--- config.mk ---
export PLATFORM = sky130hd
export DESIGN_NAME = pic_top
export DESIGN_NICKNAME = d
export VERILOG_FILES = /design/src/hw/pic_core_pkg.sv /design/src/hw/pic_cmd_pkg.sv /design/src/hw/pic_cmd_decoder.sv /design/src/hw/pic_request_reg.sv /design/src/hw/pic_service_ctrl.sv /design/src/hw/pic_ack_sequencer.sv /design/src/hw/pic_top.sv
export SDC_FILE = /design/constraint.sdc
export NUM_CORES = 1
export LEC_CHECK = 0
export BUFFER_PORTS_ARGS = -buffer_cell sky130_fd_sc_hd__buf_2
export CAP_MARGIN = 40
export CORE_MARGIN = 2
export CORE_UTILIZATION = 60
export DETAILED_ROUTE_END_ITERATION = 6
export MAX_ROUTING_LAYER = met4
export PLACE_DENSITY = 0.9
export SLEW_MARGIN = 25
export SYNTH_ARGS = -nofsm -noshare
export SYNTH_HDL_FRONTEND = slang
export SYNTH_HIERARCHICAL = 1
export SYNTH_SLANG_ARGS = --single-unit
--- constraint.sdc ---
create_clock -name clk -period 6.3 [get_ports clk]
set_clock_uncertainty 0.1 [all_clocks]
set_input_delay 0.63 -clock clk [delete_from_list [all_inputs] [get_ports clk]]
set_output_delay 0.63 -clock clk [all_outputs]
set_load 0.1 [all_outputs]
--- src/hw/pic_core_pkg.sv ---
package pic_core_pkg;

	//////////////////////////////////////////////////////////////////////
	// Request levels
	//////////////////////////////////////////////////////////////////////

	localparam int NUM_LEVELS = 8;    // IR0 has the highest priority.
	localparam int LEVEL_BITS = 3;

	typedef logic [LEVEL_BITS-1:0] level_t;
	typedef logic [NUM_LEVELS-1:0] irq_vec_t;

	localparam level_t SPURIOUS_LEVEL = 3'd7;    // Acknowledge with nothing pending.

	//////////////////////////////////////////////////////////////////////
	// Acknowledge sequencing
	//////////////////////////////////////////////////////////////////////

	typedef enum logic [1:0]
	{
		IDLE = 2'd0,
		ACK1 = 2'd1,    // First inta_n pulse.
		GAP  = 2'd2,
		ACK2 = 2'd3     // Second pulse, vector on the bus.
	} ack_state_e;

endpackage

--- src/hw/pic_cmd_pkg.sv ---
package pic_cmd_pkg;

	//////////////////////////////////////////////////////////////////////
	// Command byte written with a0 low
	//////////////////////////////////////////////////////////////////////

	typedef union packed
	{
		struct packed
		{
			logic [2:0] unused;    // 8080 call address bits.
			logic       marker;    // Set for ICW1.
			logic [1:0] ignored;   // LTIM and ADI.
			logic       sngl;      // No cascade, so ignored.
			logic       ic4;
		} icw1;
		struct packed
		{
			logic [2:0] eoi_code;
			logic       marker;    // Clear for OCW2 and OCW3.
			logic       sel_ocw3;
			union packed
			{
				logic [2:0] eoi_level;
				struct packed
				{
					logic poll;
					logic rr;
					logic ris;
				} rd;
			} low;
		} ocw;
	} cmd_word_u;

	localparam logic [2:0] EOI_NONSPEC   = 3'b001;
	localparam logic [2:0] EOI_SPEC      = 3'b011;
	localparam int         ICW4_AEOI_BIT = 1;
	localparam int         POLL_FLAG     = 7;    // Set in a poll word with a request.

endpackage

--- src/hw/pic_cmd_decoder.sv ---
`timescale 1ns/100ps

module pic_cmd_decoder
	import pic_core_pkg::*;
	import pic_cmd_pkg::*;
(
	input  logic       clk,
	input  logic       arst_n,
	input  logic       wr,
	input  logic       a0,
	input  logic [7:0] din,
	output logic       ready,
	output logic [4:0] vector_base,
	output logic       aeoi,
	output irq_vec_t   mask,
	output logic       read_isr,
	output logic       poll_cmd,
	output logic       eoi_nonspec,
	output logic       eoi_spec,
	output level_t     eoi_level,
	output logic       init_clear
);

	cmd_word_u cmd;
	logic      expect_icw2;
	logic      expect_icw4;
	logic      ic4;
	logic      icw2_wr;
	logic      icw4_wr;
	logic      ocw1_wr;
	logic      ocw2_wr;
	logic      ocw3_wr;

	assign cmd = din;

	//////////////////////////////////////////////////////////////////////
	// Write decode
	//////////////////////////////////////////////////////////////////////

	assign init_clear = wr && !a0 && cmd.icw1.marker;    // ICW1 restarts everything.
	assign icw2_wr    = wr && a0 && expect_icw2;
	assign icw4_wr    = wr && a0 && expect_icw4;
	assign ocw1_wr    = wr && a0 && ready;
	assign ocw2_wr    = wr && !a0 && ready && !cmd.ocw.marker && !cmd.ocw.sel_ocw3;
	assign ocw3_wr    = wr && !a0 && ready && !cmd.ocw.marker && cmd.ocw.sel_ocw3;

	assign eoi_nonspec = ocw2_wr && (cmd.ocw.eoi_code == EOI_NONSPEC);
	assign eoi_spec    = ocw2_wr && (cmd.ocw.eoi_code == EOI_SPEC);
	assign eoi_level   = cmd.ocw.low.eoi_level;
	assign poll_cmd    = ocw3_wr && cmd.ocw.low.rd.poll;

	//////////////////////////////////////////////////////////////////////
	// Initialization sequence and configuration
	//////////////////////////////////////////////////////////////////////

	always_ff @(posedge clk or negedge arst_n)
	begin
		if (!arst_n)
		begin
			ready       <= 1'b0;
			expect_icw2 <= 1'b0;
			expect_icw4 <= 1'b0;
			ic4         <= 1'b0;
			aeoi        <= 1'b0;
		end
		else if (init_clear)
		begin
			ready       <= 1'b0;
			expect_icw2 <= 1'b1;
			expect_icw4 <= 1'b0;
			ic4         <= cmd.icw1.ic4;
			aeoi        <= 1'b0;
		end
		else if (icw2_wr)
		begin
			expect_icw2 <= 1'b0;
			expect_icw4 <= ic4;
			ready       <= !ic4;    // Done here unless ICW4 follows.
		end
		else if (icw4_wr)
		begin
			expect_icw4 <= 1'b0;
			ready       <= 1'b1;
			aeoi        <= din[ICW4_AEOI_BIT];
		end
	end

	always_ff @(posedge clk)
	begin
		if (icw2_wr)
			vector_base <= din[7:3];
	end

	always_ff @(posedge clk or negedge arst_n)
	begin
		if (!arst_n)
		begin
			mask     <= '1;
			read_isr <= 1'b0;
		end
		else if (init_clear)
		begin
			mask     <= '0;
			read_isr <= 1'b0;
		end
		else if (ocw1_wr)
			mask <= din;
		else if (ocw3_wr && cmd.ocw.low.rd.rr)
			read_isr <= cmd.ocw.low.rd.ris;    // RIS only counts with RR.
	end

endmodule

--- src/hw/pic_request_reg.sv ---
`timescale 1ns/100ps

module pic_request_reg
	import pic_core_pkg::*;
(
	input  logic     clk,
	input  logic     arst_n,
	input  irq_vec_t ir,
	input  irq_vec_t irr_clear,
	input  logic     init_clear,
	output irq_vec_t irr
);

	irq_vec_t ir_q;
	irq_vec_t ir_rise;

	assign ir_rise = ir & ~ir_q;

	always_ff @(posedge clk or negedge arst_n)
	begin
		if (!arst_n)
		begin
			ir_q <= '0;
			irr  <= '0;
		end
		else
		begin
			ir_q <= ir;
			if (init_clear)
				irr <= '0;
			else
				irr <= (irr & ~irr_clear) | ir_rise;    // Held until acknowledged.
		end
	end

endmodule

--- src/hw/pic_service_ctrl.sv ---
`timescale 1ns/100ps

module pic_service_ctrl
	import pic_core_pkg::*;
(
	input  logic     clk,
	input  logic     arst_n,
	input  irq_vec_t irr,
	input  irq_vec_t mask,
	input  logic     ready,
	input  logic     aeoi,
	input  logic     take,
	input  logic     ack_end,
	input  logic     eoi_nonspec,
	input  logic     eoi_spec,
	input  level_t   eoi_level,
	input  logic     init_clear,
	output irq_vec_t isr,
	output logic     pending_valid,
	output level_t   pending_level,
	output irq_vec_t irr_clear,
	output logic     int_out
);

	irq_vec_t req;
	level_t   isr_level;
	irq_vec_t isr_set;
	irq_vec_t isr_clr;
	irq_vec_t taken;

	function automatic level_t first_set(input irq_vec_t vec);
		level_t lvl;
		lvl = '0;
		for (int i = NUM_LEVELS - 1; i >= 0; i--)
		begin
			if (vec[i])
				lvl = level_t'(i);
		end
		return lvl;
	endfunction

	//////////////////////////////////////////////////////////////////////
	// Priority resolution
	//////////////////////////////////////////////////////////////////////

	assign req           = irr & ~mask;
	assign pending_level = first_set(req);
	assign isr_level     = first_set(isr);

	// A request has to outrank every level already in service.
	assign pending_valid = ready && (req != '0) && ((isr == '0) || (pending_level < isr_level));

	assign isr_set   = (take && pending_valid) ? (irq_vec_t'(1) << pending_level) : '0;
	assign irr_clear = isr_set;

	always_comb
	begin
		isr_clr = '0;
		if (eoi_nonspec && (isr != '0))
			isr_clr[isr_level] = 1'b1;
		if (eoi_spec)
			isr_clr[eoi_level] = 1'b1;
		if (ack_end && aeoi)
			isr_clr = isr_clr | taken;    // Spurious acks leave taken empty.
	end

	always_ff @(posedge clk or negedge arst_n)
	begin
		if (!arst_n)
		begin
			isr     <= '0;
			taken   <= '0;
			int_out <= 1'b0;
		end
		else
		begin
			int_out <= pending_valid;
			if (init_clear)
				isr <= '0;
			else
				isr <= (isr & ~isr_clr) | isr_set;
			if (take)
				taken <= isr_set;
		end
	end

endmodule

--- src/hw/pic_ack_sequencer.sv ---
`timescale 1ns/100ps

module pic_ack_sequencer
	import pic_core_pkg::*;
	import pic_cmd_pkg::*;
(
	input  logic       clk,
	input  logic       arst_n,
	input  logic       inta_n,
	input  logic       rd,
	input  logic       a0,
	input  logic       poll_cmd,
	input  logic       read_isr,
	input  irq_vec_t   irr,
	input  irq_vec_t   isr,
	input  irq_vec_t   mask,
	input  logic [4:0] vector_base,
	input  logic       pending_valid,
	input  level_t     pending_level,
	output logic       take,
	output logic       ack_end,
	output logic [7:0] dout,
	output logic       dout_en
);

	ack_state_e state;
	ack_state_e state_next;
	logic       inta_q;
	logic       inta_fall;
	logic       inta_rise;
	logic       ack_take;
	logic       poll_armed;
	logic       poll_take;
	level_t     ack_level;
	logic [7:0] poll_word;
	logic [7:0] rd_data;

	assign inta_fall = inta_q && !inta_n;
	assign inta_rise = !inta_q && inta_n;
	assign poll_take = rd && poll_armed && pending_valid;
	assign take      = ack_take || poll_take;
	assign ack_end   = (state == ACK2) && inta_rise;

	//////////////////////////////////////////////////////////////////////
	// inta_n pulse tracking
	//////////////////////////////////////////////////////////////////////

	always_comb
	begin
		state_next = state;
		case (state)
			IDLE:
				if (inta_fall)
					state_next = ACK1;
			ACK1:
				if (inta_rise)
					state_next = GAP;
			GAP:
				if (inta_fall)
					state_next = ACK2;
			ACK2:
				if (inta_rise)
					state_next = IDLE;
		endcase
	end

	// Poll word, or the selected register.
	always_comb
	begin
		poll_word = '0;
		if (pending_valid)
		begin
			poll_word[POLL_FLAG]      = 1'b1;
			poll_word[LEVEL_BITS-1:0] = pending_level;
		end
		if (poll_armed)
			rd_data = poll_word;
		else if (a0)
			rd_data = mask;
		else if (read_isr)
			rd_data = isr;
		else
			rd_data = irr;
	end

	always_ff @(posedge clk or negedge arst_n)
	begin
		if (!arst_n)
		begin
			state      <= IDLE;
			inta_q     <= 1'b1;
			ack_take   <= 1'b0;
			poll_armed <= 1'b0;
			dout_en    <= 1'b0;
		end
		else
		begin
			state    <= state_next;
			inta_q   <= inta_n;
			ack_take <= (state == IDLE) && inta_fall;    // First falling edge, one cycle late.
			dout_en  <= rd || (state_next == ACK2);
			if (poll_cmd)
				poll_armed <= 1'b1;
			else if (rd)
				poll_armed <= 1'b0;
		end
	end

	always_ff @(posedge clk)
	begin
		if (ack_take)
			ack_level <= pending_valid ? pending_level : SPURIOUS_LEVEL;
		dout <= rd ? rd_data : {vector_base, ack_level};
	end

endmodule

--- src/hw/pic_top.sv ---
`timescale 1ns/100ps

module pic_top
	import pic_core_pkg::*;
(
	input  logic       clk,
	input  logic       arst_n,
	input  logic       wr,
	input  logic       rd,
	input  logic       a0,
	input  logic [7:0] din,
	input  irq_vec_t   ir,
	input  logic       inta_n,
	output logic [7:0] dout,
	output logic       dout_en,
	output logic       int_out
);

	//////////////////////////////////////////////////////////////////////
	// Internal nets
	//////////////////////////////////////////////////////////////////////

	logic       ready;
	logic [4:0] vector_base;
	logic       aeoi;
	irq_vec_t   mask;
	logic       read_isr;
	logic       poll_cmd;
	logic       eoi_nonspec;
	logic       eoi_spec;
	level_t     eoi_level;
	logic       init_clear;
	irq_vec_t   irr;
	irq_vec_t   irr_clear;
	irq_vec_t   isr;
	logic       pending_valid;
	level_t     pending_level;
	logic       take;
	logic       ack_end;

	//////////////////////////////////////////////////////////////////////
	// Blocks
	//////////////////////////////////////////////////////////////////////

	pic_cmd_decoder pic_cmd_decoder_inst (.*);

	pic_request_reg pic_request_reg_inst (.*);

	pic_service_ctrl pic_service_ctrl_inst (.*);    // Drives int_out.

	pic_ack_sequencer pic_ack_sequencer_inst (.*);    // Drives dout and dout_en.

endmodule

---- Word level (Yosys, flattened, before mapping) ----
Index checks and enable logic that the tools add are counted.
storage, ports and cells
  flip-flop bits (word level) ............. 69
  bits of input ports ..................... 22
  output and inout bits ................... 10
  word-level logic and storage cells ...... 149
cells by class
  $lt $le $gt $ge ......................... 5
  equality and inequality tests ........... 8
  shift-type cells ........................ 1
  mux-type cells .......................... 55
  bitwise operators ....................... 12
  reduce and logical (&&, ||, !) cells .... 48
operator list
  operator               number
  $mux W8                12
  $mux W3                17
  $and A8 B8 Y8          4
  $not A8 Y8             4
  $or A8 B8 Y8           4
  $logic_and A1 B1 Y1    27
  $mux W1                19
  $reduce_bool A8 Y1     2
  $reduce_bool A2 Y1     5
  $logic_not A8 Y1       1
  $lt A3 B4 Y1 const B   2
  $mux W2                4
  $pmux W2 S4            1
  $shl A1 B3 Y8 const A  1
  $demux W1 S3           2
  $eq A2 B2 Y1 const B   3
  $ge A3 B1 Y1 const B   2
  $logic_not A1 Y1       6
  $ne A2 B2 Y1 const B   2
  $reduce_and A2 Y1      2
  $eq A3 B1 Y1 const B   1
  $eq A3 B2 Y1 const B   1
  $logic_or A1 B1 Y1     3
  $lt A3 B3 Y1           1
  other kinds (3)        3

---- Logic depth before layout (Yosys ltp) ----
  depth after elaboration ................. 21
  depth in mapped cells ................... 14
  depth with buffers taken out ............ 13

---- Modules after synthesis ----
Netlist, hierarchy kept.
by module, submodules not included
  module             instances  cells an instance  area each (um2)  sequential area each (um2)
  pic_service_ctrl   1          161                1236.2           425.4
  pic_cmd_decoder    1          66                 813.3            510.5
  pic_ack_sequencer  1          73                 800.8            401.6
  pic_request_reg    1          41                 641.9            400.4

---- Least setup slack after synthesis ----
OpenSTA, ideal clock, no wires.
  kind .................................... register -> register
  start ................................... register pic_cmd_decoder_inst.mask[0]
  end ..................................... register pic_request_reg_inst.irr[3]
  library setup time ...................... 0.118 ns
  arrival ................................. 2.962 ns
  required time ........................... 6.082 ns
  path slack .............................. 3.120 ns
  cell stages (with the launch flop) ...... 15
  path buffers ............................ 1
  period minus slack after synthesis ...... 3.180 ns
  path through ............................ dfstp_2 nand2b_1 nand4_1 nor2b_1 ha_1 nor2_1 a31o_2 o211ai_1 nand2_1 a31o_2 clkbuf_1 nand2_1 a211oi_1 nand2b_4 a21oi_2
on the way
  cells in the longest elaborated chain, start to end .. 14
  elaborated cells on any way between the ends .. 17
  classes of those cells .................. 1 x order compare; 1 x shift; 3 x mux; 5 x bitwise; 7 x reduce/logical
RTL lines
  what                    RTL line                source
  from (decl)             pic_cmd_decoder.sv:15   output irq_vec_t mask,
  from (signal assigned)  pic_cmd_decoder.sv:107  mask <= din;
  $not A8 Y8              pic_service_ctrl.sv:46  assign req = irr & ~mask;
  $and A8 B8 Y8           pic_service_ctrl.sv:46
  $mux W3                 pic_service_ctrl.sv:36  if (vec[i])
  net pending_level[2]    pic_top.sv:37           level_t pending_level;
  $lt A3 B3 Y1            pic_service_ctrl.sv:51  assign pending_valid = ready && (req != '0) && ((isr == '0) || (pending_level < isr_level));
  $logic_or A1 B1 Y1      pic_service_ctrl.sv:51
  $logic_and A1 B1 Y1     pic_service_ctrl.sv:51
  net pending_valid       pic_top.sv:36           logic pending_valid;
  [... 2 more ...]        n/a
  net take                pic_top.sv:38           logic take;
  $logic_and A1 B1 Y1     pic_service_ctrl.sv:53  assign isr_set = (take && pending_valid) ? (irq_vec_t'(1) << pending_level) : '0;
  $mux W8                 pic_service_ctrl.sv:53
  net irr_clear[3]        pic_top.sv:34           irq_vec_t irr_clear;
  $not A8 Y8              pic_request_reg.sv:32   irr <= (irr & ~irr_clear) | ir_rise;
  $and A8 B8 Y8           pic_request_reg.sv:32
  $or A8 B8 Y8            pic_request_reg.sv:32
  $mux W8                 pic_request_reg.sv:29   if (init_clear)
  to (signal assigned)    pic_request_reg.sv:32
  to (decl)               pic_request_reg.sv:11   output irq_vec_t irr
The timed path passes the listed nets, and every way through them passes these cells.
A chain may end at the register's enable or synchronous reset.

---- Worst setup path after layout ----
  start ................................... register pic_cmd_decoder_inst.mask[0]
  end ..................................... register pic_request_reg_inst.irr[7]
Same word-level chain as after synthesis.

==> flow_metrics.env <==
export IMPL_ant_nets=0
export IMPL_drt_total_wl_mm=9.14
export IMPL_port_buffer_count=31
export IMPL_drv_slew=0
export IMPL_yosys_cell_types_count=66
export IMPL_dp_cells=435
export IMPL_worstPathRequired_ps=6430
export IMPL_place_ws_ps=2680
export IMPL_tightestPinTransition_ps=683
export IMPL_synth_simple_area_share=0.219
export IMPL_cts_setup_buffers=0
export IMPL_cts_buffers=9
export IMPL_grt_pass1_vias=2836
export IMPL_whs_ps=294
export IMPL_rsz0062_at_grt="no"
export IMPL_ctsHoldBuffers=0
export IMPL_synthFlopType="dfrtp_1"
export IMPL_slew_headroom=0.544
export IMPL_synth_top_family_by_area="simple AND/OR/NAND/NOR gates"
export IMPL_period_needed_ps=3750
export IMPL_critPathMaxFanout=13
export IMPL_fin_ws_ps=2550
export IMPL_ys_warn_count=6
export IMPL_ys_seq_area_frac=0.498
export IMPL_min_path_type="primary input to async pin"
export IMPL_via_per_inst=6.29
export IMPL_syn_to_final_growth_pct=11.2
export IMPL_setup_violations=0
export IMPL_cp_start_kind="register"
export IMPL_arrival_ps=3880
export IMPL_tns_ps=0
export IMPL_drtIter0Drc=340
export IMPL_post_route_period_util=0.595
export IMPL_yosys_register_bits=69
export IMPL_critical_path_class="register to register"
export IMPL_cap_violations=0
export IMPL_grt_pass1_wl_mm=14.9
export IMPL_num_rows=27
export IMPL_p_total_mw=1.31
export IMPL_die_area_um2=6450
export IMPL_cts_resized=0
export IMPL_insertion_delay_ps=350
export IMPL_cts_root_buf="clkbuf_8"
export IMPL_postSynthCellCount=341
export IMPL_core_area_um2=5570
export IMPL_ir_drop_v=0.000226
export IMPL_antenna_found_initial=0
export IMPL_synth_compound_area_frac=0.199
export IMPL_hpwlAfterDp_mm=6.58
export IMPL_fmax_ghz=0.267
export IMPL_firstDrtPassIters=5
export IMPL_synth_mux_area_frac=0.0322
export IMPL_io_pins=32
export IMPL_synth_xor_area_frac=0.00251
export IMPL_hold_violations=0
export IMPL_end_kind="register"
export IMPL_cts_tree="yes"
export IMPL_syn_area_um2=3490
export IMPL_wl_per_cell_um=20.3
export IMPL_grt_max_degree=54
export IMPL_grt_use_total=0.325
export IMPL_layout_cells_non_filler=451
export IMPL_num_vias=2839
export IMPL_cts_clk_slew_worst_paths_ps=70
export IMPL_clockBufferDepth=2
export IMPL_leakagePower_nw=1.59
export IMPL_status="finished clean"
export IMPL_drc=0
export IMPL_h_tree_depth=3
export IMPL_die_x_um=80.3
export IMPL_drive_above_1_share=0.243
export IMPL_nets=397
export IMPL_synth_adder_area_share=0.00358
export IMPL_power_density_nw_per_um2=337
export IMPL_gp_congestion=0.993
export IMPL_synth_fp_nets=364
export IMPL_synth_edf_count=8
export IMPL_synthArstFlopShare=0.768
export IMPL_synth_avg_cell_area_um2=10.2
export IMPL_regToRegStartpoint="pic_cmd_decoder_inst/mask[0]$_DFFE_PN1P_"
export IMPL_gr_total_overflow=0
export IMPL_clock_sinks=69
export IMPL_die_h_um=80.3
export IMPL_start_util=0.626
export IMPL_num_antenna_cells=0
export IMPL_crit_start="pic_cmd_decoder_inst/mask[0]$_DFFE_PN1P_"
-- metal layers --
layer  track usage  part of all wire
met3        0.0517             0.077
met4         0.166             0.030
met5             -                 0
met2         0.485              0.47
met1         0.433              0.42
-- cell families (layout without fill, tap and decap cells) --
logic type / after synthesis / count (layout)
AOI/OAI and AO/OA: 98 / 98
xor gates and xnor gates: 1 / 1
adders and majority gates: 1 / 1
buffers and inverters: 32 / 70
DFF: 69 / 69
muxes: 10 / 10
and+or+nand+nor: 130 / 130
-- power by group --
part / switching (mW) / total, mW / internal, mW / leakage [nW]
clock: 0.162 / 0.379 / 0.217 / 0.105
combinational: 0.239 / 0.347 / 0.107 / 0.695
sequential: 0.0569 / 0.582 / 0.525 / 0.787
-- Yosys cell counts, types with 8 or more instances --
| cell type | n | area share |
|---|---|---|
| a211oi_1 | 11 | 0.024 |
| a21oi_1 | 14 | 0.020 |
| a21oi_2 | 8 | 0.020 |
| dfrtp_1 | 44 | 0.32 |
| dfstp_2 | 9 | 0.068 |
| dfxtp_1 | 8 | 0.046 |
| edfxtp_1 | 8 | 0.069 |
| inv_1 | 18 | 0.019 |
| nand2_1 | 28 | 0.030 |
| nand2b_1 | 20 | 0.036 |
| nand2b_4 | 8 | 0.032 |
| nor2_1 | 26 | 0.028 |
| nor2b_1 | 12 | 0.021 |
| o21ai_0 | 13 | 0.019 |
| o21ai_1 | 8 | 0.011 |
| o22ai_1 | 10 | 0.018 |
-- flip-flops by register name, summed over array words and instances, names as in the netlist, 2 cells and up --
signal / flops
pic_ack_sequencer_inst/dout: 8
pic_cmd_decoder_inst/mask: 8
pic_request_reg_inst/ir_q: 8
pic_request_reg_inst/irr: 8
pic_service_ctrl_inst/isr: 8
pic_service_ctrl_inst/taken: 8
pic_cmd_decoder_inst/vector_base: 5
pic_ack_sequencer_inst/ack_level: 3
pic_ack_sequencer_inst/state: 2
-- layout by cell type (no fill, tap or decap), drive strengths merged, types with 2 or more instances in the layout --
master / instances
nor2: 27
nand3b: 2
buf: 33
inv: 20
a21o: 2
and2: 2
nor4b: 2
mux2: 4
nand2b: 28
mux2i: 6
nor3: 3
dfxtp: 8
a31o: 2
edfxtp: 8
clkbuf: 13
nand3: 6
o311ai: 5
o21ai: 22
o2bb2ai: 4
nor2b: 12
and3: 5
o2111ai: 2
a211oi: 12
o22ai: 10
a21oi: 22
o211ai: 3
dfstp: 9
clkinv: 2
nand4: 7
nand2: 28
dfrtp: 44
a22o: 6
-- worst paths after layout --
check / end / slack, ps / cells past startpoint
hold reg to reg: pic_ack_sequencer_inst/dout[3]$_DFF_P_ / 360 / 1
max in group asynchronous: pic_service_ctrl_inst/isr[6]$_DFF_PN0_ / 5350 / 2
setup / recovery: pic_request_reg_inst/irr[7]$_DFF_PN0_ / 2550 / 13
setup reg to reg: pic_request_reg_inst/irr[7]$_DFF_PN0_ / 2550 / 13
min in group clk: pic_request_reg_inst/ir_q[3]$_DFF_PN0_ / 290 / 1
hold / removal: pic_request_reg_inst/ir_q[3]$_DFF_PN0_ / 290 / 2
-- metrics by stage --
step,utilization,area [um2]
after floorplan,-,3490
after CTS,0.697,3880
after detailed placement,0.659,3670
after global placement,0.659,3670
final,0.697,3880
after global routing,0.697,3880
-- layout make-up --
cell class | instances | area, um2
Fill cell | 424 | 1690
Timing Repair Buffer | 33 | 170
Clock buffer | 13 | 170
Inverter | 21 | 81.3
Multi-Input combinational cell | 240 | 1590
Tap cell | 72 | 90.1
Clock inverter | 3 | 42.5
Sequential cell | 69 | 1740
-- worst max-delay path, cell delays in order (launching register included) --
cell	delay (ps)
dfstp_2	540
nand2b_1	270
nand4_1	270
nor2b_1	300
ha_1	280
nor2_1	100
a31o_2	120
o211ai_1	210
nand2_1	330
a31o_2	370
nand2_1	190
a211oi_1	310
nand2b_4	180
a21oi_2	50
Power figures use the tool's default switching activity.
